### src/cache_macros.svh
`ifndef CACHE_MACROS_SVH
`define CACHE_MACROS_SVH

// ----------------------------------------------------------------------
// Cache geometry
// ----------------------------------------------------------------------

`define CACHE_NUM_SETS 32
`define CACHE_NUM_WAYS 2
`define CACHE_WORDS_PER_LINE 16
`define CACHE_WORD_BITS 32

// Address fields, tag | index | offset | byte
`define CACHE_TAG_LSB 11
`define CACHE_INDEX_LSB 6
`define CACHE_OFFSET_LSB 2

`endif

### src/cache_pkg.sv
`include "cache_macros.svh"

package cache_pkg;

  // ----------------------------------------------------------------------
  // Datapath types
  // ----------------------------------------------------------------------

  typedef logic [`CACHE_WORD_BITS-1:0] word_t;
  typedef logic [`CACHE_WORD_BITS-`CACHE_TAG_LSB-1:0] tag_t;
  typedef logic [`CACHE_TAG_LSB-`CACHE_INDEX_LSB-1:0] index_t;
  typedef logic [`CACHE_INDEX_LSB-`CACHE_OFFSET_LSB-1:0] offset_t;

  typedef logic [`CACHE_WORDS_PER_LINE*`CACHE_WORD_BITS-1:0] line_t;

  // One enable bit per word of a line
  typedef logic [`CACHE_WORDS_PER_LINE-1:0] word_mask_t;

  // Needs one bit more than the offset to hold 16
  typedef logic [$clog2(`CACHE_WORDS_PER_LINE):0] xfer_count_t;

endpackage

### src/cache_line_mover.sv
`timescale 1ns/1ps

module cache_line_mover (
  input  logic                   clk,
  input  logic                   reset,
  input  cache_pkg::tag_t        req_tag,
  input  cache_pkg::index_t      req_index,
  input  cache_pkg::offset_t     req_offset,
  input  cache_pkg::tag_t        victim_tag,
  input  logic                   z6b_sel,
  input  logic                   spill_or_refill_sel,
  input  logic                   spill_one_word_done,
  input  logic                   refill_one_word_req_sent,
  input  logic                   refill_one_word_resp_received,
  input  cache_pkg::word_t       spill_word,
  input  cache_pkg::word_t       cache_resp_data,
  output cache_pkg::xfer_count_t spill_count,
  output cache_pkg::line_t       refill_line,
  output cache_pkg::word_t       cache_req_addr,
  output cache_pkg::word_t       cache_req_data,
  output logic                   spill_done,
  output logic                   refill_req_done,
  output logic                   refill_resp_done
);

  cache_pkg::xfer_count_t refill_req_count;
  cache_pkg::xfer_count_t refill_resp_count;
  cache_pkg::offset_t     refill_offset;
  cache_pkg::offset_t     resp_slot;
  cache_pkg::word_t       spill_addr;
  cache_pkg::word_t       refill_addr;

  // ----------------------------------------------------------------------
  // Transfer counters
  // ----------------------------------------------------------------------

  assign spill_done       = (spill_count == cache_pkg::xfer_count_t'(16));
  assign refill_req_done  = (refill_req_count == cache_pkg::xfer_count_t'(16));
  assign refill_resp_done = (refill_resp_count == cache_pkg::xfer_count_t'(16));

  always_ff @(posedge clk) begin
    if (reset) begin
      spill_count <= '0;
    end else if (spill_done) begin
      spill_count <= '0;
    end else if (spill_one_word_done) begin
      spill_count <= spill_count + 1'b1;
    end
  end

  // End of the response phase also restarts the request side
  always_ff @(posedge clk) begin
    if (reset) begin
      refill_req_count <= '0;
    end else if (refill_req_done || refill_resp_done) begin
      refill_req_count <= '0;
    end else if (refill_one_word_req_sent) begin
      refill_req_count <= refill_req_count + 1'b1;
    end
  end

  always_ff @(posedge clk) begin
    if (reset) begin
      refill_resp_count <= '0;
    end else if (refill_resp_done) begin
      refill_resp_count <= '0;
    end else if (refill_one_word_resp_received) begin
      refill_resp_count <= refill_resp_count + 1'b1;
    end
  end

  // ----------------------------------------------------------------------
  // Memory request address and data
  // ----------------------------------------------------------------------

  assign spill_addr = {victim_tag, req_index, cache_pkg::offset_t'(0), 2'b00}
                    + (cache_pkg::word_t'(spill_count) << 2);

  // z6b_sel aligns the refill start to the line base
  assign refill_offset = z6b_sel ? cache_pkg::offset_t'(0) : req_offset;
  assign refill_addr   = {req_tag, req_index, refill_offset, 2'b00}
                       + (cache_pkg::word_t'(refill_req_count) << 2);

  assign cache_req_addr = spill_or_refill_sel ? refill_addr : spill_addr;
  assign cache_req_data = spill_word;

  // ----------------------------------------------------------------------
  // Refill line buffer
  // ----------------------------------------------------------------------

  assign resp_slot = cache_pkg::offset_t'(refill_resp_count);

  always_ff @(posedge clk) begin
    if (reset) begin
      refill_line <= '0;
    end else if (refill_one_word_resp_received && !refill_resp_done) begin
      refill_line[resp_slot*$bits(cache_pkg::word_t) +: $bits(cache_pkg::word_t)] <=
        cache_resp_data;
    end
  end

endmodule

### config.mk
export PLATFORM = sky130hd
export DESIGN_NAME = cache_line_mover
export DESIGN_NICKNAME = d
export VERILOG_FILES = /design/src/cache_pkg.sv /design/src/cache_line_mover.sv
export VERILOG_INCLUDE_DIRS = /design/src
export SDC_FILE = /design/constraint.sdc
export NUM_CORES = 1
export LEC_CHECK = 0
export ABC_AREA = 1
export BUFFER_PORTS_ARGS = -buffer_cell sky130_fd_sc_hd__buf_2
export CELL_PAD_IN_SITES_DETAIL_PLACEMENT = 1
export CELL_PAD_IN_SITES_GLOBAL_PLACEMENT = 1
export CORE_AREA = 2 2 277 279
export CTS_CLUSTER_SIZE = 8
export DETAILED_ROUTE_END_ITERATION = 10
export DIE_AREA = 0 0 279 281
export PLACE_DENSITY_LB_ADDON = 0.1
export SLEW_MARGIN = 5
export SYNTH_ARGS = -nofsm -noshare
export SYNTH_HDL_FRONTEND = slang
export SYNTH_SLANG_ARGS = --single-unit
### constraint.sdc
create_clock -name clk -period 5.87 [get_ports clk]
set_input_delay 1.174 -clock clk [delete_from_list [all_inputs] [get_ports clk]]
set_output_delay 1.174 -clock clk [all_outputs]
set_load 0.1 [all_outputs]
==> flow_summary.json <==
{
  "place_inst": 5072,
  "async_flop_share": 0,
  "crit_arrival_ns": 3.48,
  "final_cell_mix": "nor2_1 (976), nand2_1 (890), buf_2 (638), dfxtp_1 (526), inv_1 (384)",
  "hp-class": "reg -> reg",
  "die-height_um": 281,
  "fin_crit_sh": 0.793,
  "crit_type": "in -> out",
  "fmax_mhz": 215,
  "multi_input_area_um2": 10700,
  "p_leak_nw": 16.2,
  "drc": 0,
  "clk_path_buf_depth": 3,
  "clk_latency_ns": 0.63,
  "grt_max_degree": 120,
  "start_kind": "primary input",
  "cts.sinks": 527,
  "via_per_inst": 4.72,
  "cts_tree": "done",
  "gr-total-overflow": 0,
  "ant_nets": 0,
  "syn_area_um2": 23900,
  "num_rows": 101,
  "power_mw": 8.61,
  "die_area_um2": 78400,
  "port-buffer-count": 639,
  "area_growth_syn_to_layout_pct": 23.7,
  "relSlewSlack": 0.254,
  "power_density_nw_per_um2": 292,
  "rsz0062_at_grt": "no",
  "detailedRoute.firstPassIterationCount": 5,
  "regArea_um2": 10600,
  "grt_pass1_wl_um": 158000,
  "skew_ns": 0.0317,
  "place_congestion": 0.867,
  "vias": 24300,
  "drt_wl_total_um": 109000,
  "cts_resized": 0,
  "cts_hold_buf": 0,
  "synthDistinctLibCells": 40,
  "antenna_found_initial": 3,
  "ir_drop_v": 0.000180,
  "path_clk_slew_ns": 0.05,
  "cts_buffers": 76,
  "period_minus_slack_ns": 4.66,
  "final_max_slew_viol_count": 0,
  "post_cts_buffers": 0,
  "syn_area_per_cell_um2": 6.51,
  "required_ns": 4.70,
  "path_max_fanout": 4,
  "ios": 706,
  "nNetsFinal": 4309,
  "drv_cap": 0,
  "avgRoutedWirePerCell_um": 21.1,
  "fin_cells": 5161,
  "mostFrequentLayoutCell": "nor2_1",
  "synth_edf_count": 0,
  "hpwl_um": 78700,
  "whs_ns": 0.460,
  "utilization": 0.391,
  "yosysWarnings": 0,
  "status": "finished, final reports clean",
  "core_um2": 75400,
  "synth_seq_cells": 527,
  "cts_max_level": 3,
  "nFillCells": 9910,
  "syn-instance-count": 3665,
  "final.setup.tns_ns": 0,
  "root_buffer": "clkbuf_16",
  "max_slew.worst_pin.slew_ns": 1.11,
  "start_util": 0.316,
  "grtUsageTotal": 0.270,
  "seq_area_frac_synth": 0.442,
  "finalHoldViolations": 0,
  "grt_pass1_vias": 23800,
  "end_kind": "primary output",
  "drive_gt1_frac": 0.192,
  "finalSetupViolCount": 0,
  "die_w_um": 279,
  "drtIter0Drc": 1229,
  "synth-main-ff-cell": "dfxtp_1"
}
## Yosys cell counts (2+ instances only)
| cell type | count | area (um^2) |
|---|---|---|
| a21oi_1 | 106 | 531 |
| buf_1 | 21 | 78.8 |
| buf_2 | 67 | 335 |
| buf_4 | 41 | 308 |
| buf_6 | 2 | 22.5 |
| clkbuf_1 | 103 | 387 |
| dfxtp_1 | 527 | 10600 |
| ha_1 | 14 | 175 |
| inv_1 | 385 | 1450 |
| inv_2 | 15 | 56.3 |
| nand2_1 | 891 | 3340 |
| nand2_2 | 5 | 31.3 |
| nand3_1 | 68 | 340 |
| nand3_2 | 7 | 70.1 |
| nand3_4 | 2 | 35.0 |
| nand3b_1 | 12 | 90.1 |
| nand4_1 | 5 | 31.3 |
| nand4_4 | 4 | 85.1 |
| nor2_1 | 977 | 3670 |
| nor2_2 | 3 | 18.8 |
| nor2_4 | 3 | 33.8 |
| nor3_1 | 92 | 460 |
| nor3b_1 | 2 | 15.0 |
| nor4_1 | 2 | 12.5 |
| o21ai_0 | 221 | 1110 |
| o21ai_1 | 38 | 190 |
| o21bai_1 | 11 | 82.6 |
| o22ai_1 | 3 | 18.8 |
| or2_1 | 5 | 31.3 |
| or2_2 | 5 | 31.3 |
| xnor2_1 | 8 | 70.1 |
| xor2_1 | 12 | 105 |
## routing by layer
metal,wire [um],global-route usage,vias to the layer above
li1,-,-,12100
met1,45700,0.324,11400
met2,51700,0.457,638
met3,7180,0.0727,198
met4,4240,0.107,0
met5,0,0,-
## cell families after synthesis
logic type | share of synthesized area
compound gates | 0.0821
xor+xnor | 0.00734
fa+ha+maj | 0.00818
buf+inv | 0.110
flops | 0.442
other cells | 0.000157
simple gates | 0.349
## registers in the layout, indices dropped and copies added, names as in the netlist
name               cells
refill_resp_count      5
refill_req_count       5
spill_count            5
refill_line          512
## layout make-up
class / instances / area share
repair buffers: 662 / 0.115
inverters: 400 / 0.0512
flip-flops and latches: 527 / 0.358
well taps: 978 / 0.0415
clock inverters: 5 / 0.00348
clock buffers: 83 / 0.0682
multi-input cells: 2505 / 0.363
diodes: 1 / 0.0000848
## worst paths after layout
| check | startpoint | endpoint | slack [ns] | cells past startpoint |
|---|---|---|---|---|
| min reg2reg | refill_line[21] | refill_line[21] | 0.46 | 2 |
| min | refill_line[21] | refill_line[21] | 0.46 | 2 |
| max | z6b_sel | cache_req_addr[30] | 1.21 | 13 |
| max reg2reg | refill_resp_count[0] | refill_line[269] | 2.11 | 7 |
## where the power goes
| group | leakage, nW | switching, mW | total [mW] | internal (mW) |
|---|---|---|---|---|
| logic | 10.9 | 0.753 | 0.897 | 0.145 |
| clock network | 1.04 | 1.68 | 4.09 | 2.41 |
| registers | 4.25 | 0.0126 | 3.62 | 3.60 |
| total | 16.2 | 2.45 | 8.61 | 6.16 |
## through the flow
stage | worst slack (ns) | instance area (um^2)
3_5_place_dp | 1.20 | 27400
3_3_place_gp | 1.24 | 27400
4_1_cts | 1.20 | 29500
5_1_grt | 0.984 | 29500
6_report | 1.21 | 29500
2_1_floorplan | 0.379 | 23900
## worst max-delay path, stage by stage
cell	delay, ns
buf_2	0.12
nor2_1	0.11
ha_1	0.24
fa_1	0.29
nand2_1	0.09
nand2_1	0.10
nand2_1	0.14
o21ai_0	0.41
nand3_1	0.12
nand2_1	0.10
nand2_1	0.05
nand2_1	0.09
buf_2	0.42
Note: power is estimated with default switching activity, not from simulation.
