`config.mk`:
```
export PLATFORM = sky130hd
export DESIGN_NAME = cache_lookup
export DESIGN_NICKNAME = d
export VERILOG_FILES = /design/src/cache_pkg.sv /design/src/cache_lookup.sv
export VERILOG_INCLUDE_DIRS = /design/src
export SDC_FILE = /design/constraint.sdc
export NUM_CORES = 2
export LEC_CHECK = 0
export BUFFER_PORTS_ARGS = -buffer_cell sky130_fd_sc_hd__buf_2
export CAP_MARGIN = 10
export CORE_ASPECT_RATIO = 1.4
export CORE_MARGIN = 4
export CORE_UTILIZATION = 40
export DETAILED_ROUTE_END_ITERATION = 16
export GPL_ROUTABILITY_DRIVEN = 0
export SYNTH_ARGS = -nofsm -noshare
export SYNTH_HDL_FRONTEND = slang
export SYNTH_SLANG_ARGS = --single-unit
```
`constraint.sdc`:
```
create_clock -name clk -period 9.32 [get_ports clk]
set_input_delay 0.932 -clock clk [delete_from_list [all_inputs] [get_ports clk]]
set_output_delay 0.932 -clock clk [all_outputs]
set_load 0.02 [all_outputs]
```
`src/cache_macros.svh`:
```
`ifndef CACHE_MACROS_SVH
`define CACHE_MACROS_SVH

// ----------------------------------------------------------------------
// Cache geometry
// ----------------------------------------------------------------------

`define CACHE_NUM_SETS 32
`define CACHE_NUM_WAYS 2
`define CACHE_WORDS_PER_LINE 16
`define CACHE_WORD_BITS 32

// Address fields, tag | index | offset | byte
`define CACHE_TAG_LSB 11
`define CACHE_INDEX_LSB 6
`define CACHE_OFFSET_LSB 2

`endif

```
`src/cache_pkg.sv`:
```
`include "cache_macros.svh"

package cache_pkg;

  // ----------------------------------------------------------------------
  // Datapath types
  // ----------------------------------------------------------------------

  typedef logic [`CACHE_WORD_BITS-1:0] word_t;
  typedef logic [`CACHE_WORD_BITS-`CACHE_TAG_LSB-1:0] tag_t;
  typedef logic [`CACHE_TAG_LSB-`CACHE_INDEX_LSB-1:0] index_t;
  typedef logic [`CACHE_INDEX_LSB-`CACHE_OFFSET_LSB-1:0] offset_t;

  typedef logic [`CACHE_WORDS_PER_LINE*`CACHE_WORD_BITS-1:0] line_t;

  // One enable bit per word of a line
  typedef logic [`CACHE_WORDS_PER_LINE-1:0] word_mask_t;

  // Needs one bit more than the offset to hold 16
  typedef logic [$clog2(`CACHE_WORDS_PER_LINE):0] xfer_count_t;

endpackage

```
`src/cache_lookup.sv`:
```
`timescale 1ns/1ps

`include "cache_macros.svh"

module cache_lookup (
  input  logic               clk,
  input  logic               reset,
  input  logic               reg_en_m0,
  input  cache_pkg::word_t   memreq_addr,
  input  cache_pkg::word_t   memreq_data,
  input  logic               tarray_en,
  input  logic               tarray_en2,
  input  logic               tarray_wen,
  input  logic               tarray_wen2,
  input  logic               darray_wen,
  input  logic               darray_wen2,
  input  logic               write_en_sel,
  output cache_pkg::tag_t    req_tag,
  output cache_pkg::index_t  req_index,
  output cache_pkg::offset_t req_offset,
  output cache_pkg::word_t   req_data,
  output cache_pkg::tag_t    victim_tag,
  output logic               hit,
  output logic               way,
  output logic               current_dirty
);

  cache_pkg::tag_t tag_mem0 [`CACHE_NUM_SETS];
  cache_pkg::tag_t tag_mem1 [`CACHE_NUM_SETS];

  logic [`CACHE_NUM_SETS-1:0] valid0;
  logic [`CACHE_NUM_SETS-1:0] valid1;
  logic [`CACHE_NUM_SETS-1:0] dirty0;
  logic [`CACHE_NUM_SETS-1:0] dirty1;
  logic [`CACHE_NUM_SETS-1:0] last_way;

  cache_pkg::tag_t tag0;
  cache_pkg::tag_t tag1;
  logic            hit0;
  logic            hit1;
  logic            word_write;

  // ----------------------------------------------------------------------
  // M0 request registers
  // ----------------------------------------------------------------------

  always_ff @(posedge clk) begin
    if (reset) begin
      req_tag    <= '0;
      req_index  <= '0;
      req_offset <= '0;
      req_data   <= '0;
    end else if (reg_en_m0) begin
      req_tag    <= memreq_addr[`CACHE_WORD_BITS-1:`CACHE_TAG_LSB];
      req_index  <= memreq_addr[`CACHE_TAG_LSB-1:`CACHE_INDEX_LSB];
      req_offset <= memreq_addr[`CACHE_INDEX_LSB-1:`CACHE_OFFSET_LSB];
      req_data   <= memreq_data;
    end
  end

  // ----------------------------------------------------------------------
  // Tag compare and way decision
  // ----------------------------------------------------------------------

  assign tag0 = tag_mem0[req_index];
  assign tag1 = tag_mem1[req_index];

  assign hit0 = tarray_en  && valid0[req_index] && (tag0 == req_tag);
  assign hit1 = tarray_en2 && valid1[req_index] && (tag1 == req_tag);

  assign hit = hit0 || hit1;

  // Miss takes the set's last used way
  assign way = hit0 ? 1'b0 : (hit1 ? 1'b1 : last_way[req_index]);

  assign victim_tag    = way ? tag1 : tag0;
  assign current_dirty = way ? dirty1[req_index] : dirty0[req_index];

  // ----------------------------------------------------------------------
  // Tag, valid, dirty and last-way state
  // ----------------------------------------------------------------------

  always_ff @(posedge clk) begin
    if (reset) begin
      for (int s = 0; s < `CACHE_NUM_SETS; s++) begin
        tag_mem0[s] <= '0;
        tag_mem1[s] <= '0;
      end
      valid0 <= '0;
      valid1 <= '0;
    end else begin
      if (tarray_wen) begin
        tag_mem0[req_index] <= req_tag;
        valid0[req_index]   <= 1'b1;
      end
      if (tarray_wen2) begin
        tag_mem1[req_index] <= req_tag;
        valid1[req_index]   <= 1'b1;
      end
    end
  end

  // Only a single-word write on a hit marks a line dirty
  assign word_write = write_en_sel && hit && (darray_wen || darray_wen2);

  // A new tag starts the way clean
  always_ff @(posedge clk) begin
    if (reset) begin
      dirty0 <= '0;
      dirty1 <= '0;
    end else begin
      if (tarray_wen) begin
        dirty0[req_index] <= 1'b0;
      end else if (word_write && darray_wen) begin
        dirty0[req_index] <= 1'b1;
      end
      if (tarray_wen2) begin
        dirty1[req_index] <= 1'b0;
      end else if (word_write && !darray_wen) begin
        dirty1[req_index] <= 1'b1;
      end
    end
  end

  always_ff @(posedge clk) begin
    if (reset) begin
      last_way <= '0;
    end else begin
      last_way[req_index] <= way;
    end
  end

endmodule

```
==> impl_metrics.prom <==
# TYPE chip_impl_metric gauge
chip_impl_info{name="run_status",value="finished clean"} 1
chip_impl_metric{name="final_hold_viol_count",unit=""} 0
chip_impl_metric{name="synth_top_area_share",unit="%"} 56.1
chip_impl_metric{name="power.total",unit="W"} 0.0156
chip_impl_metric{name="timing.max_slew.rel_slack",unit="%"} 21.1
chip_impl_metric{name="place_hpwl",unit="um"} 152000
chip_impl_info{name="netlist.top_cell.by_area",value="sky130_fd_sc_hd__edfxtp_1"} 1
chip_impl_metric{name="final_nets",unit=""} 5465
chip_impl_info{name="cts_tree",value="done"} 1
chip_impl_metric{name="avgSynthCellArea",unit="um^2"} 13.4
chip_impl_metric{name="antenna_violations_before_repair",unit=""} 17
chip_impl_metric{name="grt-ovfl-total",unit=""} 0
chip_impl_metric{name="ctsResizeCount",unit=""} 0
chip_impl_info{name="timing.setup.critical_path_class",value="flop to output port"} 1
chip_impl_metric{name="vdd.ir_drop.worst",unit="mV"} 0.196
chip_impl_info{name="clockRootBuffer",value="sky130_fd_sc_hd__clkbuf_16"} 1
chip_impl_metric{name="die_area",unit="mm^2"} 0.187
chip_impl_metric{name="crit_required",unit="ps"} 8390
chip_impl_metric{name="cts-htree-levels",unit=""} 4
chip_impl_metric{name="preCtsSetupSlack",unit="ps"} 2310
chip_impl_metric{name="post_synth_num_cell_types",unit=""} 58
chip_impl_metric{name="drv_slew",unit=""} 0
chip_impl_info{name="crit_slowest_cell",value="sky130_fd_sc_hd__dfxtp_4"} 1
chip_impl_metric{name="cellPowerDensity",unit="mW/mm^2"} 195
chip_impl_metric{name="clk-insertion-delay-late",unit="ps"} 820
chip_impl_metric{name="share_seq_of_total_power",unit="%"} 51.0
chip_impl_metric{name="final_layout_size_suffix_gt1_share",unit="%"} 16.5
chip_impl_metric{name="cts_num_sinks",unit=""} 1571
chip_impl_metric{name="cellInternalPower",unit="W"} 0.0118
chip_impl_metric{name="async_flop_share",unit="%"} 0
chip_impl_metric{name="layout-area-overhead-vs-synth",unit="%"} 11.7
chip_impl_metric{name="worst_ep_arrival",unit="ps"} 7030
chip_impl_metric{name="design.core.area",unit="mm^2"} 0.178
chip_impl_info{name="timing.critical_path.to_type",value="output port"} 1
chip_impl_metric{name="period_minus_slack",unit="ps"} 7970
chip_impl_info{name="worst_setup_path_start_kind",value="flop"} 1
chip_impl_metric{name="post-route-drc-count",unit=""} 0
chip_impl_info{name="rsz0062_at_grt",value="no"} 1
chip_impl_info{name="critical_path.top_delay_family",value="multiplexers"} 1
chip_impl_metric{name="yosysWarningCount",unit=""} 0
chip_impl_metric{name="route.antenna.remaining_nets",unit=""} 0
chip_impl_metric{name="cts-hold-fix-buffers",unit=""} 0
chip_impl_metric{name="grt_start_max_net_pins",unit=""} 88
chip_impl_metric{name="fmax",unit="MHz"} 126
chip_impl_metric{name="rows",unit=""} 183
chip_impl_metric{name="clkPwrFrac",unit="%"} 39.7
chip_impl_metric{name="clk_transition_reported_paths",unit="ps"} 60
chip_impl_info{name="synthFlopType",value="sky130_fd_sc_hd__edfxtp_1"} 1
chip_impl_metric{name="i_o_pin_total",unit=""} 160
chip_impl_metric{name="grtUsageTotal",unit="%"} 26.1
chip_impl_info{name="hold_path_class",value="input pin to flop"} 1
chip_impl_metric{name="p_leak",unit="nW"} 29.2
chip_impl_metric{name="die_w",unit="um"} 366
chip_impl_info{name="worstHoldStart",value="memreq_addr[25]"} 1
chip_impl_metric{name="final.setup.worst_slack",unit="ps"} 1350
chip_impl_metric{name="fillCellCount",unit=""} 15893
chip_impl_metric{name="drtPass1Iterations",unit=""} 6
chip_impl_metric{name="die_height",unit="um"} 510
chip_impl_metric{name="sw_frac_of_total",unit="%"} 24.8
chip_impl_metric{name="worst_pin_slew",unit="ps"} 1180
chip_impl_metric{name="cts.repair_timing.setup_buffer_count",unit=""} 0
chip_impl_metric{name="worstPathBufferInverterCount",unit=""} 4
chip_impl_metric{name="cts-buffers-inserted",unit=""} 151
chip_impl_metric{name="yosys_register_bits",unit=""} 1571
chip_impl_info{name="synthTopCellsByArea",value="sky130_fd_sc_hd__edfxtp_1 (56%), sky130_fd_sc_hd__and2_1 (12%), sky130_fd_sc_hd__mux4_2 (7.0%)"} 1
chip_impl_metric{name="setup_violations",unit=""} 0
chip_impl_metric{name="post_synth_instance_area",unit="mm^2"} 0.0719
chip_impl_metric{name="drt-initial-drc-count",unit=""} 5800
chip_impl_metric{name="maxCapViolCount",unit=""} 0
chip_impl_info{name="crit_path_cell_trace",value="buf_12 -> mux4_2 -> mux4_2 -> mux2i_1 -> xnor2_1 -> nand2b_1 -> nand4bb_1 -> nor4_1 -> nand4_1 -> buf_4 -> nand2_2 -> buf_4 -> mux2i_1 -> buf_2"} 1
chip_impl_metric{name="synth.net_count",unit=""} 5446
chip_impl_metric{name="vias",unit=""} 45441
chip_impl_metric{name="routedWlPerCell",unit="um"} 31.6
chip_impl_metric{name="min_period_over_period",unit="%"} 85.5
chip_impl_metric{name="ys_seq_area_share",unit="%"} 62.5
chip_impl_metric{name="wirelength",unit="um"} 248000
chip_impl_metric{name="first_global_vias",unit=""} 45006
chip_impl_metric{name="power_switching",unit="W"} 0.00387
chip_impl_metric{name="number_of_vias_per_cell",unit=""} 5.80
chip_impl_metric{name="worst-path-max-fanout",unit=""} 46
chip_impl_metric{name="number_of_enable_type_register_cells_in_the_synthesized_netlist",unit=""} 1344
chip_impl_metric{name="power_frac_comb",unit="%"} 9.3
chip_impl_metric{name="max_stage_delay",unit="ps"} 820
chip_impl_metric{name="timing.setup.tns",unit="ps"} 0
chip_impl_metric{name="start_util",unit="%"} 40.4
chip_impl_metric{name="ctsLongestPathBuffers",unit=""} 3
chip_impl_metric{name="place.port_buffers",unit=""} 157
chip_impl_metric{name="netlist_instances",unit=""} 5372
chip_impl_metric{name="clock-skew-final",unit="ps"} 25.8
chip_impl_metric{name="grt_first_pass_wirelength",unit="um"} 346000
## worst reg2reg max path, delay by kind of cell, from the launching register on
| kind | cells | cell delay [ps] |
|---|---|---|
| AO/OA/AOI/OAI | 2 | 660 |
| XOR/XNOR | 1 | 320 |
| buffers and inverters | 3 | 1250 |
| flip-flops | 1 | 820 |
| multiplexers | 3 | 1760 |
| AND/OR/NAND/NOR | 2 | 490 |
## synth_stat cells (4+ instances only)
| cell type | instances |
|---|---|
| sky130_fd_sc_hd__nand4_1 | 24 |
| sky130_fd_sc_hd__nand2b_1 | 9 |
| sky130_fd_sc_hd__a21oi_1 | 162 |
| sky130_fd_sc_hd__clkbuf_1 | 376 |
| sky130_fd_sc_hd__buf_2 | 57 |
| sky130_fd_sc_hd__o22ai_1 | 5 |
| sky130_fd_sc_hd__dfxtp_1 | 227 |
| sky130_fd_sc_hd__buf_6 | 10 |
| sky130_fd_sc_hd__nor3_1 | 6 |
| sky130_fd_sc_hd__and2_1 | 1351 |
| sky130_fd_sc_hd__a31o_2 | 20 |
| sky130_fd_sc_hd__xor2_1 | 28 |
| sky130_fd_sc_hd__mux2i_1 | 459 |
| sky130_fd_sc_hd__edfxtp_1 | 1344 |
| sky130_fd_sc_hd__a22oi_1 | 183 |
| sky130_fd_sc_hd__buf_4 | 22 |
| sky130_fd_sc_hd__o21ai_0 | 69 |
| sky130_fd_sc_hd__nand2_1 | 160 |
| sky130_fd_sc_hd__a31oi_1 | 4 |
| sky130_fd_sc_hd__mux4_2 | 222 |
| sky130_fd_sc_hd__nor4_1 | 7 |
| sky130_fd_sc_hd__and3_1 | 6 |
| sky130_fd_sc_hd__mux2_2 | 4 |
| sky130_fd_sc_hd__nor2b_1 | 12 |
| sky130_fd_sc_hd__and4_1 | 4 |
| sky130_fd_sc_hd__nand3_1 | 133 |
| sky130_fd_sc_hd__buf_1 | 41 |
| sky130_fd_sc_hd__nor3b_1 | 20 |
| sky130_fd_sc_hd__mux2_4 | 6 |
| sky130_fd_sc_hd__xnor2_1 | 14 |
| sky130_fd_sc_hd__a221oi_1 | 15 |
| sky130_fd_sc_hd__nor2_1 | 262 |
| sky130_fd_sc_hd__a32oi_1 | 4 |
| sky130_fd_sc_hd__inv_1 | 69 |
## cell families (layout without fill, tap and decap cells)
kind of cell | count (synthesis) | count (layout) | synth area share (%)
muxes | 691 | 691 | 13.5
other | 0 | 10 | 0
buffers and inverters | 581 | 717 | 3.35
DFF | 1571 | 1571 | 62.5
AOI/OAI and AO/OA | 479 | 479 | 4.30
xor gates and xnor gates | 42 | 42 | 0.512
and+or+nand+nor | 2008 | 2008 | 15.8
## per-stage QoR
| step | cells | instance area (um^2) | utilization (%) | hold slack, ps |
|---|---|---|---|---|
| floorplan | 5372 | 71900 | - | 420 |
| global placement | 7550 | 75400 | 42.3 | 429 |
| detailed placement | 7550 | 75400 | 42.3 | 437 |
| CTS | 7820 | 80300 | 45.1 | 311 |
| global route | 7822 | 80300 | 45.1 | 346 |
| finish | 7830 | 80300 | 45.1 | 359 |
## sequential cells by signal (all words and copies together), names as in the netlist, named ones only
signal and count:
last_way 32, req_data 32, req_index 5, req_offset 4, req_tag 21, tag_mem0 672, tag_mem1 672, valid0 32
valid1 32
## path summary, 6_finish.rpt
kind / slack [ps] / cells past startpoint / to
max: 1350 / 14 / victim_tag[1]
min: 360 / 3 / req_tag[14]
max reg2reg: 3950 / 11 / flop
min reg2reg: 450 / 2 / flop
## layer usage
metal	share of wire (%)	wire length (um)	up-vias	track usage (%)
met2	48	118000	2305	43.2
met3	8.1	20200	613	4.50
met4	8.0	19700	0	17.5
met1	36	89800	23196	31.6
met5	0	0	-	0
li1	-	-	19327	-
## area by class of cell
type,instances,area [um^2],area share [%]
well taps,2312,2890,3.60
flip-flops and latches,1571,44900,56.0
clock inverters,74,741,0.922
inverters,74,279,0.347
repair buffers,373,2590,3.23
multi-input cells,3220,24700,30.8
diodes,10,25.0,0.0312
clock buffers,196,4110,5.12
## cell usage in the layout (no fill, tap or decap), types with 20 or more instances in the layout
master | synthesis | final
sky130_fd_sc_hd__buf_2 | 57 | 155
sky130_fd_sc_hd__mux4_2 | 222 | 222
sky130_fd_sc_hd__nor3b_1 | 20 | 20
sky130_fd_sc_hd__nand3_1 | 133 | 133
sky130_fd_sc_hd__nor2_1 | 262 | 237
sky130_fd_sc_hd__clkbuf_16 | 0 | 155
sky130_fd_sc_hd__dfxtp_1 | 227 | 200
sky130_fd_sc_hd__buf_4 | 22 | 203
sky130_fd_sc_hd__a22oi_1 | 183 | 183
sky130_fd_sc_hd__inv_1 | 69 | 62
sky130_fd_sc_hd__clkinv_2 | 0 | 22
sky130_fd_sc_hd__nand2_1 | 160 | 160
sky130_fd_sc_hd__clkbuf_1 | 376 | 33
sky130_fd_sc_hd__a31o_2 | 20 | 20
sky130_fd_sc_hd__edfxtp_1 | 1344 | 1344
sky130_fd_sc_hd__a21oi_1 | 162 | 162
sky130_fd_sc_hd__nand4_1 | 24 | 24
sky130_fd_sc_hd__xor2_1 | 28 | 28
sky130_fd_sc_hd__mux2i_1 | 459 | 459
sky130_fd_sc_hd__clkinv_1 | 2 | 31
sky130_fd_sc_hd__and2_1 | 1351 | 1349
sky130_fd_sc_hd__o21ai_0 | 69 | 68
sky130_fd_sc_hd__dfxtp_2 | 0 | 23
## power groups by stage
stage                     sequential, W  combinational (W)  clock (W)
final                           0.00798            0.00146    0.00620
after global routing            0.00800            0.00151    0.00655
after CTS                       0.00798            0.00145    0.00627
after detailed placement        0.00813            0.00145          0
after global placement          0.00811            0.00144          0
after floorplan                 0.00808           0.000819          0
Power figures use the tool's default switching activity.
